<file path="src/hw/z80_bus_pkg.sv">
/*
  z80 bus subsystem shared definitions
  bus widths, trace record sizing and the access kind tag that
  travels on the wishbone address tag
*/
package z80_bus_pkg;

  localparam int addr_w = 16; // z80 address bus
  localparam int data_w = 8;  // z80 data bus

  // most opcode bytes a single trace record can hold
  localparam int trace_bytes = 4;
  localparam int trace_cnt_w = $clog2(trace_bytes + 1); // counts 0 to trace_bytes

  // the core reports machine cycle and t-state one-hot
  localparam int mcycle_w = 7;
  localparam int tstate_w = 7;

  // kind of access, driven on wb_tga for the whole wishbone cycle
  typedef enum logic [2:0] {
    kind_idle    = 3'd0, // no cycle in progress
    kind_mem_rd  = 3'd1,
    kind_mem_wr  = 3'd2,
    kind_io_rd   = 3'd3,
    kind_io_wr   = 3'd4,
    kind_int_ack = 3'd5  // m1 with iorq, the vector read
  } cycle_kind_t;

endpackage

</file>
<file path="src/hw/z80_bus_if.sv">
/*
  z80 strobed access bus
  carries the registered strobes, address and write data from the
  strobe generator and the completed read back from the bridge
*/
`timescale 1ns/1ps

interface z80_bus_if;

  logic                          mreq;    // memory select
  logic                          iorq;    // io select, also used for interrupt ack
  logic                          rd;      // read strobe
  logic                          wr;      // write strobe
  logic                          m1;      // opcode fetch or interrupt ack cycle
  logic [z80_bus_pkg::addr_w-1:0] addr;
  logic [z80_bus_pkg::data_w-1:0] dout;    // write data from the core
  logic [z80_bus_pkg::data_w-1:0] rd_data; // byte returned by the last read
  logic                          rd_done; // one clock pulse when rd_data is fresh

  // strobe generator side
  modport strobe (output mreq, iorq, rd, wr, m1, addr, dout);

  // wishbone bridge side
  modport bridge (input mreq, iorq, rd, wr, m1, addr, dout, output rd_data, rd_done);

  // opcode tracer only watches fetches and completions
  modport tracer (input m1, mreq, addr, rd_data, rd_done);

endinterface

</file>
<file path="src/hw/z80_strobe_gen.sv">
/*
  z80 bus strobe generator
  decodes machine cycle and t-state into mreq, iorq, rd and wr and
  registers them so the strobes come out glitch free, one clock
  behind the t-state that asked for them
*/
`timescale 1ns/1ps

module z80_strobe_gen (
  input  logic                              cpu_bus,
  input  logic                              arst_n,
  input  logic [z80_bus_pkg::mcycle_w-1:0]  mcycle,   // one-hot, bit 0 is m1
  input  logic [z80_bus_pkg::tstate_w-1:0]  tstate,   // one-hot, bit 1 is t1
  input  logic                              write,    // current machine cycle writes
  input  logic                              iorq_req, // current machine cycle is io
  input  logic                              no_read,  // machine cycle has no bus read
  input  logic                              intcycle, // m1 is an interrupt ack
  input  logic                              m1_in,
  input  logic [z80_bus_pkg::addr_w-1:0]    addr_in,
  input  logic [z80_bus_pkg::data_w-1:0]    dout_in,
  z80_bus_if.strobe                         bus
);

  logic nxt_mreq;
  logic nxt_iorq;
  logic nxt_rd;
  logic nxt_wr;
  logic t12;      // core is in t1 or t2

  assign t12 = tstate[1] | tstate[2];

  always_comb
  begin
    nxt_mreq = 1'b0;
    nxt_iorq = 1'b0;
    nxt_rd   = 1'b0;
    nxt_wr   = 1'b0;
    if (mcycle[0])
    begin
      // opcode fetch reads memory, an interrupt ack selects io without rd
      if (t12)
      begin
        nxt_rd   = ~intcycle;
        nxt_mreq = ~intcycle;
        nxt_iorq = intcycle;
      end
    end
    else
    begin
      if (t12 && !no_read && !write) // operand or io read
      begin
        nxt_rd   = 1'b1;
        nxt_iorq = iorq_req;
        nxt_mreq = ~iorq_req;
      end
      if (tstate[2] && write)         // standard timing puts wr in t2 only
      begin
        nxt_wr   = 1'b1;
        nxt_iorq = iorq_req;
        nxt_mreq = ~iorq_req;
      end
    end
  end

  always_ff @(posedge cpu_bus or negedge arst_n)
  begin
    if (!arst_n)
    begin
      bus.mreq <= 1'b0;
      bus.iorq <= 1'b0;
      bus.rd   <= 1'b0;
      bus.wr   <= 1'b0;
      bus.m1   <= 1'b0;
    end
    else
    begin
      bus.mreq <= nxt_mreq;
      bus.iorq <= nxt_iorq;
      bus.rd   <= nxt_rd;
      bus.wr   <= nxt_wr;
      bus.m1   <= m1_in; // kept in step with the strobes
    end
  end

  // address and data follow the strobes through the same register stage
  always_ff @(posedge cpu_bus)
  begin
    bus.addr <= addr_in;
    bus.dout <= dout_in;
  end

endmodule

</file>
<file path="src/hw/wb_bus_bridge.sv">
/*
  z80 to wishbone classic bridge
  turns each strobed access into exactly one wishbone cycle, holds
  the core with wait_n until ack and keeps the read byte for it
*/
`timescale 1ns/1ps

module wb_bus_bridge (
  input  logic                             cpu_bus,
  input  logic                             arst_n,
  z80_bus_if.bridge                        bus,
  input  logic [z80_bus_pkg::data_w-1:0]   wb_dat_i,
  input  logic                             wb_ack,
  output logic                             wb_cyc,
  output logic                             wb_stb,
  output logic                             wb_we,
  output logic [z80_bus_pkg::addr_w-1:0]   wb_adr,
  output logic [z80_bus_pkg::data_w-1:0]   wb_dat_o,
  output z80_bus_pkg::cycle_kind_t         wb_tga,
  output logic                             wait_n,
  output logic [z80_bus_pkg::data_w-1:0]   di
);

  logic                            sel;       // mreq or iorq asserted
  logic                            dir;       // rd, wr or interrupt ack present
  logic                            req;       // access not yet turned into a cycle
  logic                            iack_q;    // this access already got its cycle
  logic                            rd_done_q;
  logic [z80_bus_pkg::data_w-1:0]  rd_data_q;
  logic                            cyc_end;   // ack seen on the running cycle
  z80_bus_pkg::cycle_kind_t        kind;

  assign sel     = bus.mreq | bus.iorq;
  assign dir     = bus.rd | bus.wr | (bus.m1 & bus.iorq); // int ack has no rd
  assign req     = sel & dir & ~iack_q;
  assign cyc_end = wb_cyc & wb_ack;

  // classify the access from the strobes, interrupt ack wins over io read
  always_comb
  begin
    if (bus.iorq && bus.m1)
      kind = z80_bus_pkg::kind_int_ack;
    else if (bus.iorq)
      kind = bus.wr ? z80_bus_pkg::kind_io_wr : z80_bus_pkg::kind_io_rd;
    else if (bus.mreq)
      kind = bus.wr ? z80_bus_pkg::kind_mem_wr : z80_bus_pkg::kind_mem_rd;
    else
      kind = z80_bus_pkg::kind_idle;
  end

  // request latch, cleared only once both selects have dropped
  always_ff @(posedge cpu_bus or negedge arst_n)
  begin
    if (!arst_n)
      iack_q <= 1'b0;
    else if (!sel)
      iack_q <= 1'b0;
    else if (req)
      iack_q <= 1'b1;
  end

  always_ff @(posedge cpu_bus or negedge arst_n)
  begin
    if (!arst_n)
    begin
      wb_cyc    <= 1'b0;
      wb_stb    <= 1'b0;
      wb_we     <= 1'b0;
      wb_tga    <= z80_bus_pkg::kind_idle;
      rd_done_q <= 1'b0;
    end
    else
    begin
      rd_done_q <= 1'b0;  // single clock pulse
      if (req)
      begin
        wb_cyc <= 1'b1;   // cyc and stb rise together
        wb_stb <= 1'b1;
        wb_we  <= bus.wr;
        wb_tga <= kind;
      end
      else if (cyc_end)
      begin
        wb_cyc    <= 1'b0;
        wb_stb    <= 1'b0;
        wb_we     <= 1'b0;
        wb_tga    <= z80_bus_pkg::kind_idle;
        rd_done_q <= ~wb_we; // reads and interrupt ack return data
      end
    end
  end

  // address and write data are captured at the start and held until ack
  always_ff @(posedge cpu_bus)
  begin
    if (req)
    begin
      wb_adr   <= bus.addr;
      wb_dat_o <= bus.dout;
    end
    if (cyc_end && !wb_we)
      rd_data_q <= wb_dat_i;
  end

  // low from the request through the ack clock, so di is valid when it rises
  assign wait_n      = ~(req | wb_cyc);
  assign di          = rd_data_q;
  assign bus.rd_data = rd_data_q;
  assign bus.rd_done = rd_done_q;

endmodule

</file>
<file path="src/hw/opcode_tracer.sv">
/*
  opcode tracer
  gathers the bytes read for each instruction and publishes one
  record per instruction when the next opcode fetch completes
*/
`timescale 1ns/1ps

module opcode_tracer (
  input  logic                                              cpu_bus,
  input  logic                                              arst_n,
  z80_bus_if.tracer                                         bus,
  output logic                                              trace_valid,
  output logic [z80_bus_pkg::trace_bytes*z80_bus_pkg::data_w-1:0] trace_opcode,
  output logic [z80_bus_pkg::trace_cnt_w-1:0]               trace_count,
  output logic [z80_bus_pkg::addr_w-1:0]                    trace_addr
);

  logic [z80_bus_pkg::data_w-1:0]      gather_q [z80_bus_pkg::trace_bytes]; // byte 0 is the opcode
  logic [z80_bus_pkg::trace_cnt_w-1:0] count_q;   // bytes gathered so far
  logic [z80_bus_pkg::addr_w-1:0]      start_q;   // fetch address of the current instruction
  logic                                started_q; // at least one fetch seen since reset
  logic                                mem_done;  // a memory read just completed
  logic                                fetch_done;

  // interrupt ack completes with iorq and no mreq, so it is never counted
  assign mem_done   = bus.rd_done & bus.mreq;
  assign fetch_done = mem_done & bus.m1;

  always_ff @(posedge cpu_bus or negedge arst_n)
  begin
    if (!arst_n)
    begin
      count_q     <= '0;
      started_q   <= 1'b0;
      trace_valid <= 1'b0;
    end
    else
    begin
      trace_valid <= 1'b0;
      if (fetch_done)
      begin
        trace_valid <= started_q; // first fetch after reset has nothing to report
        started_q   <= 1'b1;
        count_q     <= z80_bus_pkg::trace_cnt_w'(1);
      end
      else if (mem_done && count_q != z80_bus_pkg::trace_cnt_w'(z80_bus_pkg::trace_bytes))
        count_q <= count_q + 1'b1; // saturates when the buffer is full
    end
  end

  // gather buffer and the published record
  always_ff @(posedge cpu_bus)
  begin
    if (fetch_done)
    begin
      // publish the previous instruction with its first byte in the top byte
      for (int i = 0; i < z80_bus_pkg::trace_bytes; i++)
        trace_opcode[(z80_bus_pkg::trace_bytes-1-i)*z80_bus_pkg::data_w +: z80_bus_pkg::data_w]
          <= gather_q[i];
      trace_count <= count_q;
      trace_addr  <= start_q;
      start_q     <= bus.addr;
      gather_q[0] <= bus.rd_data;
      for (int i = 1; i < z80_bus_pkg::trace_bytes; i++)
        gather_q[i] <= '0; // short instructions leave zeros behind
    end
    else if (mem_done)
    begin
      for (int i = 0; i < z80_bus_pkg::trace_bytes; i++)
        if (count_q == z80_bus_pkg::trace_cnt_w'(i))
          gather_q[i] <= bus.rd_data;
    end
  end

endmodule

</file>
<file path="src/hw/z80_bus_sys.sv">
/*
  z80 bus subsystem top level
  strobe generator, wishbone bridge and opcode tracer joined by
  one strobed access bus
*/
`timescale 1ns/1ps

module z80_bus_sys (
  input  logic                                              cpu_bus,
  input  logic                                              arst_n,
  // core side
  input  logic [z80_bus_pkg::mcycle_w-1:0]                  mcycle,
  input  logic [z80_bus_pkg::tstate_w-1:0]                  tstate,
  input  logic                                              write,
  input  logic                                              iorq_req,
  input  logic                                              no_read,
  input  logic                                              intcycle,
  input  logic                                              m1_in,
  input  logic [z80_bus_pkg::addr_w-1:0]                    addr_in,
  input  logic [z80_bus_pkg::data_w-1:0]                    dout_in,
  output logic                                              wait_n,
  output logic [z80_bus_pkg::data_w-1:0]                    di,
  // wishbone classic master
  output logic                                              wb_cyc,
  output logic                                              wb_stb,
  output logic                                              wb_we,
  output logic [z80_bus_pkg::addr_w-1:0]                    wb_adr,
  output logic [z80_bus_pkg::data_w-1:0]                    wb_dat_o,
  output z80_bus_pkg::cycle_kind_t                          wb_tga,
  input  logic [z80_bus_pkg::data_w-1:0]                    wb_dat_i,
  input  logic                                              wb_ack,
  // instruction trace
  output logic                                              trace_valid,
  output logic [z80_bus_pkg::trace_bytes*z80_bus_pkg::data_w-1:0] trace_opcode,
  output logic [z80_bus_pkg::trace_cnt_w-1:0]               trace_count,
  output logic [z80_bus_pkg::addr_w-1:0]                    trace_addr
);

  z80_bus_if u_bus ();

  z80_strobe_gen u_strobe_gen (
    .cpu_bus  (cpu_bus),
    .arst_n   (arst_n),
    .mcycle   (mcycle),
    .tstate   (tstate),
    .write    (write),
    .iorq_req (iorq_req),
    .no_read  (no_read),
    .intcycle (intcycle),
    .m1_in    (m1_in),
    .addr_in  (addr_in),
    .dout_in  (dout_in),
    .bus      (u_bus.strobe)
  );

  wb_bus_bridge u_bridge (
    .cpu_bus  (cpu_bus),
    .arst_n   (arst_n),
    .bus      (u_bus.bridge),
    .wb_dat_i (wb_dat_i),
    .wb_ack   (wb_ack),
    .wb_cyc   (wb_cyc),
    .wb_stb   (wb_stb),
    .wb_we    (wb_we),
    .wb_adr   (wb_adr),
    .wb_dat_o (wb_dat_o),
    .wb_tga   (wb_tga),
    .wait_n   (wait_n),
    .di       (di)
  );

  opcode_tracer u_tracer (
    .cpu_bus      (cpu_bus),
    .arst_n       (arst_n),
    .bus          (u_bus.tracer),
    .trace_valid  (trace_valid),
    .trace_opcode (trace_opcode),
    .trace_count  (trace_count),
    .trace_addr   (trace_addr)
  );

endmodule

</file>
<file path="config.mk">
export PLATFORM = sky130hd
export DESIGN_NAME = z80_bus_sys
export DESIGN_NICKNAME = d
export VERILOG_FILES = /design/src/hw/z80_bus_pkg.sv /design/src/hw/z80_bus_if.sv /design/src/hw/z80_strobe_gen.sv /design/src/hw/wb_bus_bridge.sv /design/src/hw/opcode_tracer.sv /design/src/hw/z80_bus_sys.sv
export SDC_FILE = /design/constraint.sdc
export NUM_CORES = 1
export LEC_CHECK = 0
export BUFFER_PORTS_ARGS = -buffer_cell sky130_fd_sc_hd__buf_4
export CORE_ASPECT_RATIO = 1.5
export CORE_MARGIN = 1
export CORE_UTILIZATION = 35
export DETAILED_ROUTE_END_ITERATION = 8
export SYNTH_ARGS = -nofsm -noshare
export SYNTH_HDL_FRONTEND = slang
export SYNTH_SLANG_ARGS = --single-unit
</file>
<file path="constraint.sdc">
create_clock -name cpu_bus -period 3 [get_ports cpu_bus]
set_input_delay 0.45 -clock cpu_bus [delete_from_list [all_inputs] [get_ports cpu_bus]]
set_output_delay 0.45 -clock cpu_bus [all_outputs]
set_load 0.03 [all_outputs]
</file>
==> summary.txt <==
Outcome
  • Outcome: finished, final reports clean

Clock tree
  • CTS tree: done
  • CTS max path bufs: 2
  • Clock slew at reported path FFs: ~70 ps
  • Worst-Skew Late Latency: 410 ps
  • PostCTS Resize Cnt: 0
  • Clock Sinks: approximately 170
  • Root Driver: clkbuf_16
  • Num CTS Buffers: 17
  • Htree depth: 4

Drt
  • Via/cell ratio: approximately 4.3
  • Drt total wl: about 9400 um
  • DRC violations left: 0
  • Post-route ant nets: 0
  • Per-cell routed wire length: approximately 15 um
  • Pre-Repair DR Iteration Count: 4
  • 1st-iter DRT viols: around 190
  • Vias: 2768

Global routing
  • Vias in the first global route: roughly 2800
  • GRT overflow: 0
  • Pin count of the biggest net entering global routing: 50
  • First-pass GRT wire length: about 15000 um
  • Initial antenna violation count: 0
  • GRT Total Usage: 0.1225

Die
  • Top Ports: about 150
  • Cell row count: between 50 and 60
  • Die area: about 16000 um^2
  • CORE AREA: 15210 um^2
  • Die Ht: 155.5 um
  • Initial Utilization: 0.3613
  • Die X: 104.3 um

Yosys
  • Syn Nets: ~330
  • EDFF count, synth: between 100 and 150
  • Asr flop ratio synth: 0.09884
  • Post-synth top area share: 0.7158
  • Cells after synthesis: 274
  • Ranking of synthesized cells by area: edfxtp_1 (72%), dfxtp_1 (8.7%), dfrtp_1 (7.7%), and2_1 (3.1%), ha_1 (1.1%)
  • Synth warn: 0
  • Cell area after synthesis: 5495 um^2
  • Sequential element share of the synthesized area: 0.8807
  • Cell with the most instances after synthesis: edfxtp_1
  • Dominant cell type by area after synthesis: edfxtp_1
  • Avg Cell Area, Syn: between 20 and 25 um^2
  • FF+latch count, synth: between 150 and 200
  • Synth Flop Type: edfxtp_1
  • Cell variety after synth: 30
  • Post-synth top cells: edfxtp_1 (131), and2_1 (27), dfxtp_1 (24)

Layout
  • Final cell utilization of the core: 0.4870
  • N_diodes: 0
  • Reg area: 4840 um^2
  • Multi-input gate area: 610.6 um^2
  • NumNets Final: between 400 and 500
  • Layout cells sized above 1: 0.3964
  • Fill cell count: between 1000 and 1500
  • Area grow syn2layout: 34.77%

Timing
  • Worst slew pin tran: 723.5 ps
  • Max-slew violation count: 0
  • RSZ-0062 raised after global routing: no
  • Final Setup Violations: 0
  • Clk_skew: roughly 11 ps
  • Final worst slack: 697.0 ps
  • Crit share post-route: 0.7677
  • Hold Vio Cnt, Final: 0
  • Setup_tns: 0 ps
  • Min cycle time layout: ~2300 ps
  • Slew margin rel.: 0.5159
  • FMAX: about 0.43 GHz

Flow run
  • Maxcap violations: 0

Worst setup path
  • Critical path class: reg2out
  • Crit path DAT: roughly 1900 ps
  • Startpoint Class: register
  • Worst Path Max Fanout: 14
  • Required @ worst endpoint: about 2600 ps
  • Setup crit end kind: primary output

Power and ir drop
  • Total Power: about 5.5 mW
  • Lkg Pwr: between 2 and 3 nW
  • Maximum vdd drop: ~470 uV
  • Power Dens Cells: 747.4 nW/um^2

Hold path
  • Worst Hold Class: in2reg

Placement
  • Port Buffers: between 100 and 150
  • Final GP Congestion: roughly 0.8
  • DPL Wire Length: 6608 um
  • DP Worst Slack: 942.9 ps
[layout by cell type, fill, tap and decap left out, drive strengths merged]
cell	Yosys	routed
and2	27	27
o211ai	1	1
edfxtp	131	131
a211oi	1	1
dfxtp	24	24
nor3b	1	1
dfrtp	17	17
mux2i	1	1
or2	1	1
ha	5	5
a21oi	8	8
and3b	1	1
buf	2	135
o21ai	3	3
a2bb2oi	1	1
inv	9	17
o21a	1	1
and3	3	3
clkbuf	1	18
a21o	2	2
o32ai	4	4
nor2	12	12
a31oi	1	1
clkinv	0	5
nand2	7	7
nor3	3	3
nor4b	3	3
dlygate4sd3	0	1
bufinv	0	1
o22ai	4	4
[cell families after synthesis]
family          count (synthesis)  synth area share
mux                             1          0.001822
fa+ha+maj                       5           0.01138
flops                         172            0.8807
simple gates                   58           0.06648
compound gates                 26           0.03051
buf+inv                        12          0.009106
[power breakdown]
| part | total, mW | internal (mW) | switching (mW) |
|---|---|---|---|
| Combinational | 0.489 | 0.198 | 0.291 |
| Clock | 2.26 | 1.26 | 1.00 |
| Sequential | 2.78 | 2.69 | 0.0968 |
[final cells by class]
type | count | area share
Clock buffer | 18 | 0.06082
Multi-Input combinational cell | 90 | 0.08245
Clock inverter | 14 | 0.02517
Timing Repair Buffer | 136 | 0.1399
Tap cell | 199 | 0.03362
Inverter | 9 | 0.004562
Sequential cell | 172 | 0.6535
[flip-flops by register name, indices dropped and copies added, names as in the netlist, 3 cells and up]
signal and cells:
u_strobe_gen.bus.addr 16, u_tracer.count_q 3, trace_opcode 32, u_tracer.gather_q 32, u_tracer.start_q 16, u_bridge.wb_dat_o 8, u_tracer.trace_addr 16, u_bridge.wb_adr 16
u_bridge.bus.rd_data 8, u_bridge.wb_tga 3, u_strobe_gen.bus.dout 8, u_tracer.trace_count 3
[per-stage QoR]
stage / hold WS, ps / instances / area (um^2)
after floorplan: 154.4 / 274 / 5495
after global placement: 327.9 / 605 / 6759
after detailed placement: 330.0 / 605 / 6759
after CTS: 103.7 / 638 / 7406
after global routing: 100.3 / 638 / 7406
final: 131.0 / 638 / 7406
[worst max-delay path, stage by stage, from the launching register on]
cell	delay [ps]
dfrtp_1	710
nand2_1	260
a21oi_2	250
nor2_1	60
buf_4	160
[metal layers]
metal	routed length, um	vias to the layer above	global-route usage
met1	3444	1320	0.1241
li1	-	1329	-
met5	0	-	0
met4	223	0	0.07075
met3	475	17	0.03645
met2	5301	102	0.2220
[worst paths after layout]
kind	from	to	slack (ps)	cells past startpoint
worst max-delay path	u_strobe_gen.bus.m1	wait_n	700	4
worst min-delay path	dout_in[0]	u_strobe_gen.bus.dout[0]	130	1
worst max register to register	u_strobe_gen.bus.m1	trace_opcode[13]	1000	2
worst min register to register	u_strobe_gen.bus.dout[7]	u_bridge.wb_dat_o[7]	410	0
max in group asynchronous	arst_n	u_tracer.count_q[1]	2370	2
min in group asynchronous	arst_n	u_tracer.trace_valid	440	2
[repair_timing]
action | in CTS | in global routing
endpoints found under the hold margin | 17 | 0
setup buffers | 0 | 0
hold buffers | 1 | 0
No activity file was read; power rests on OpenSTA's default activity.
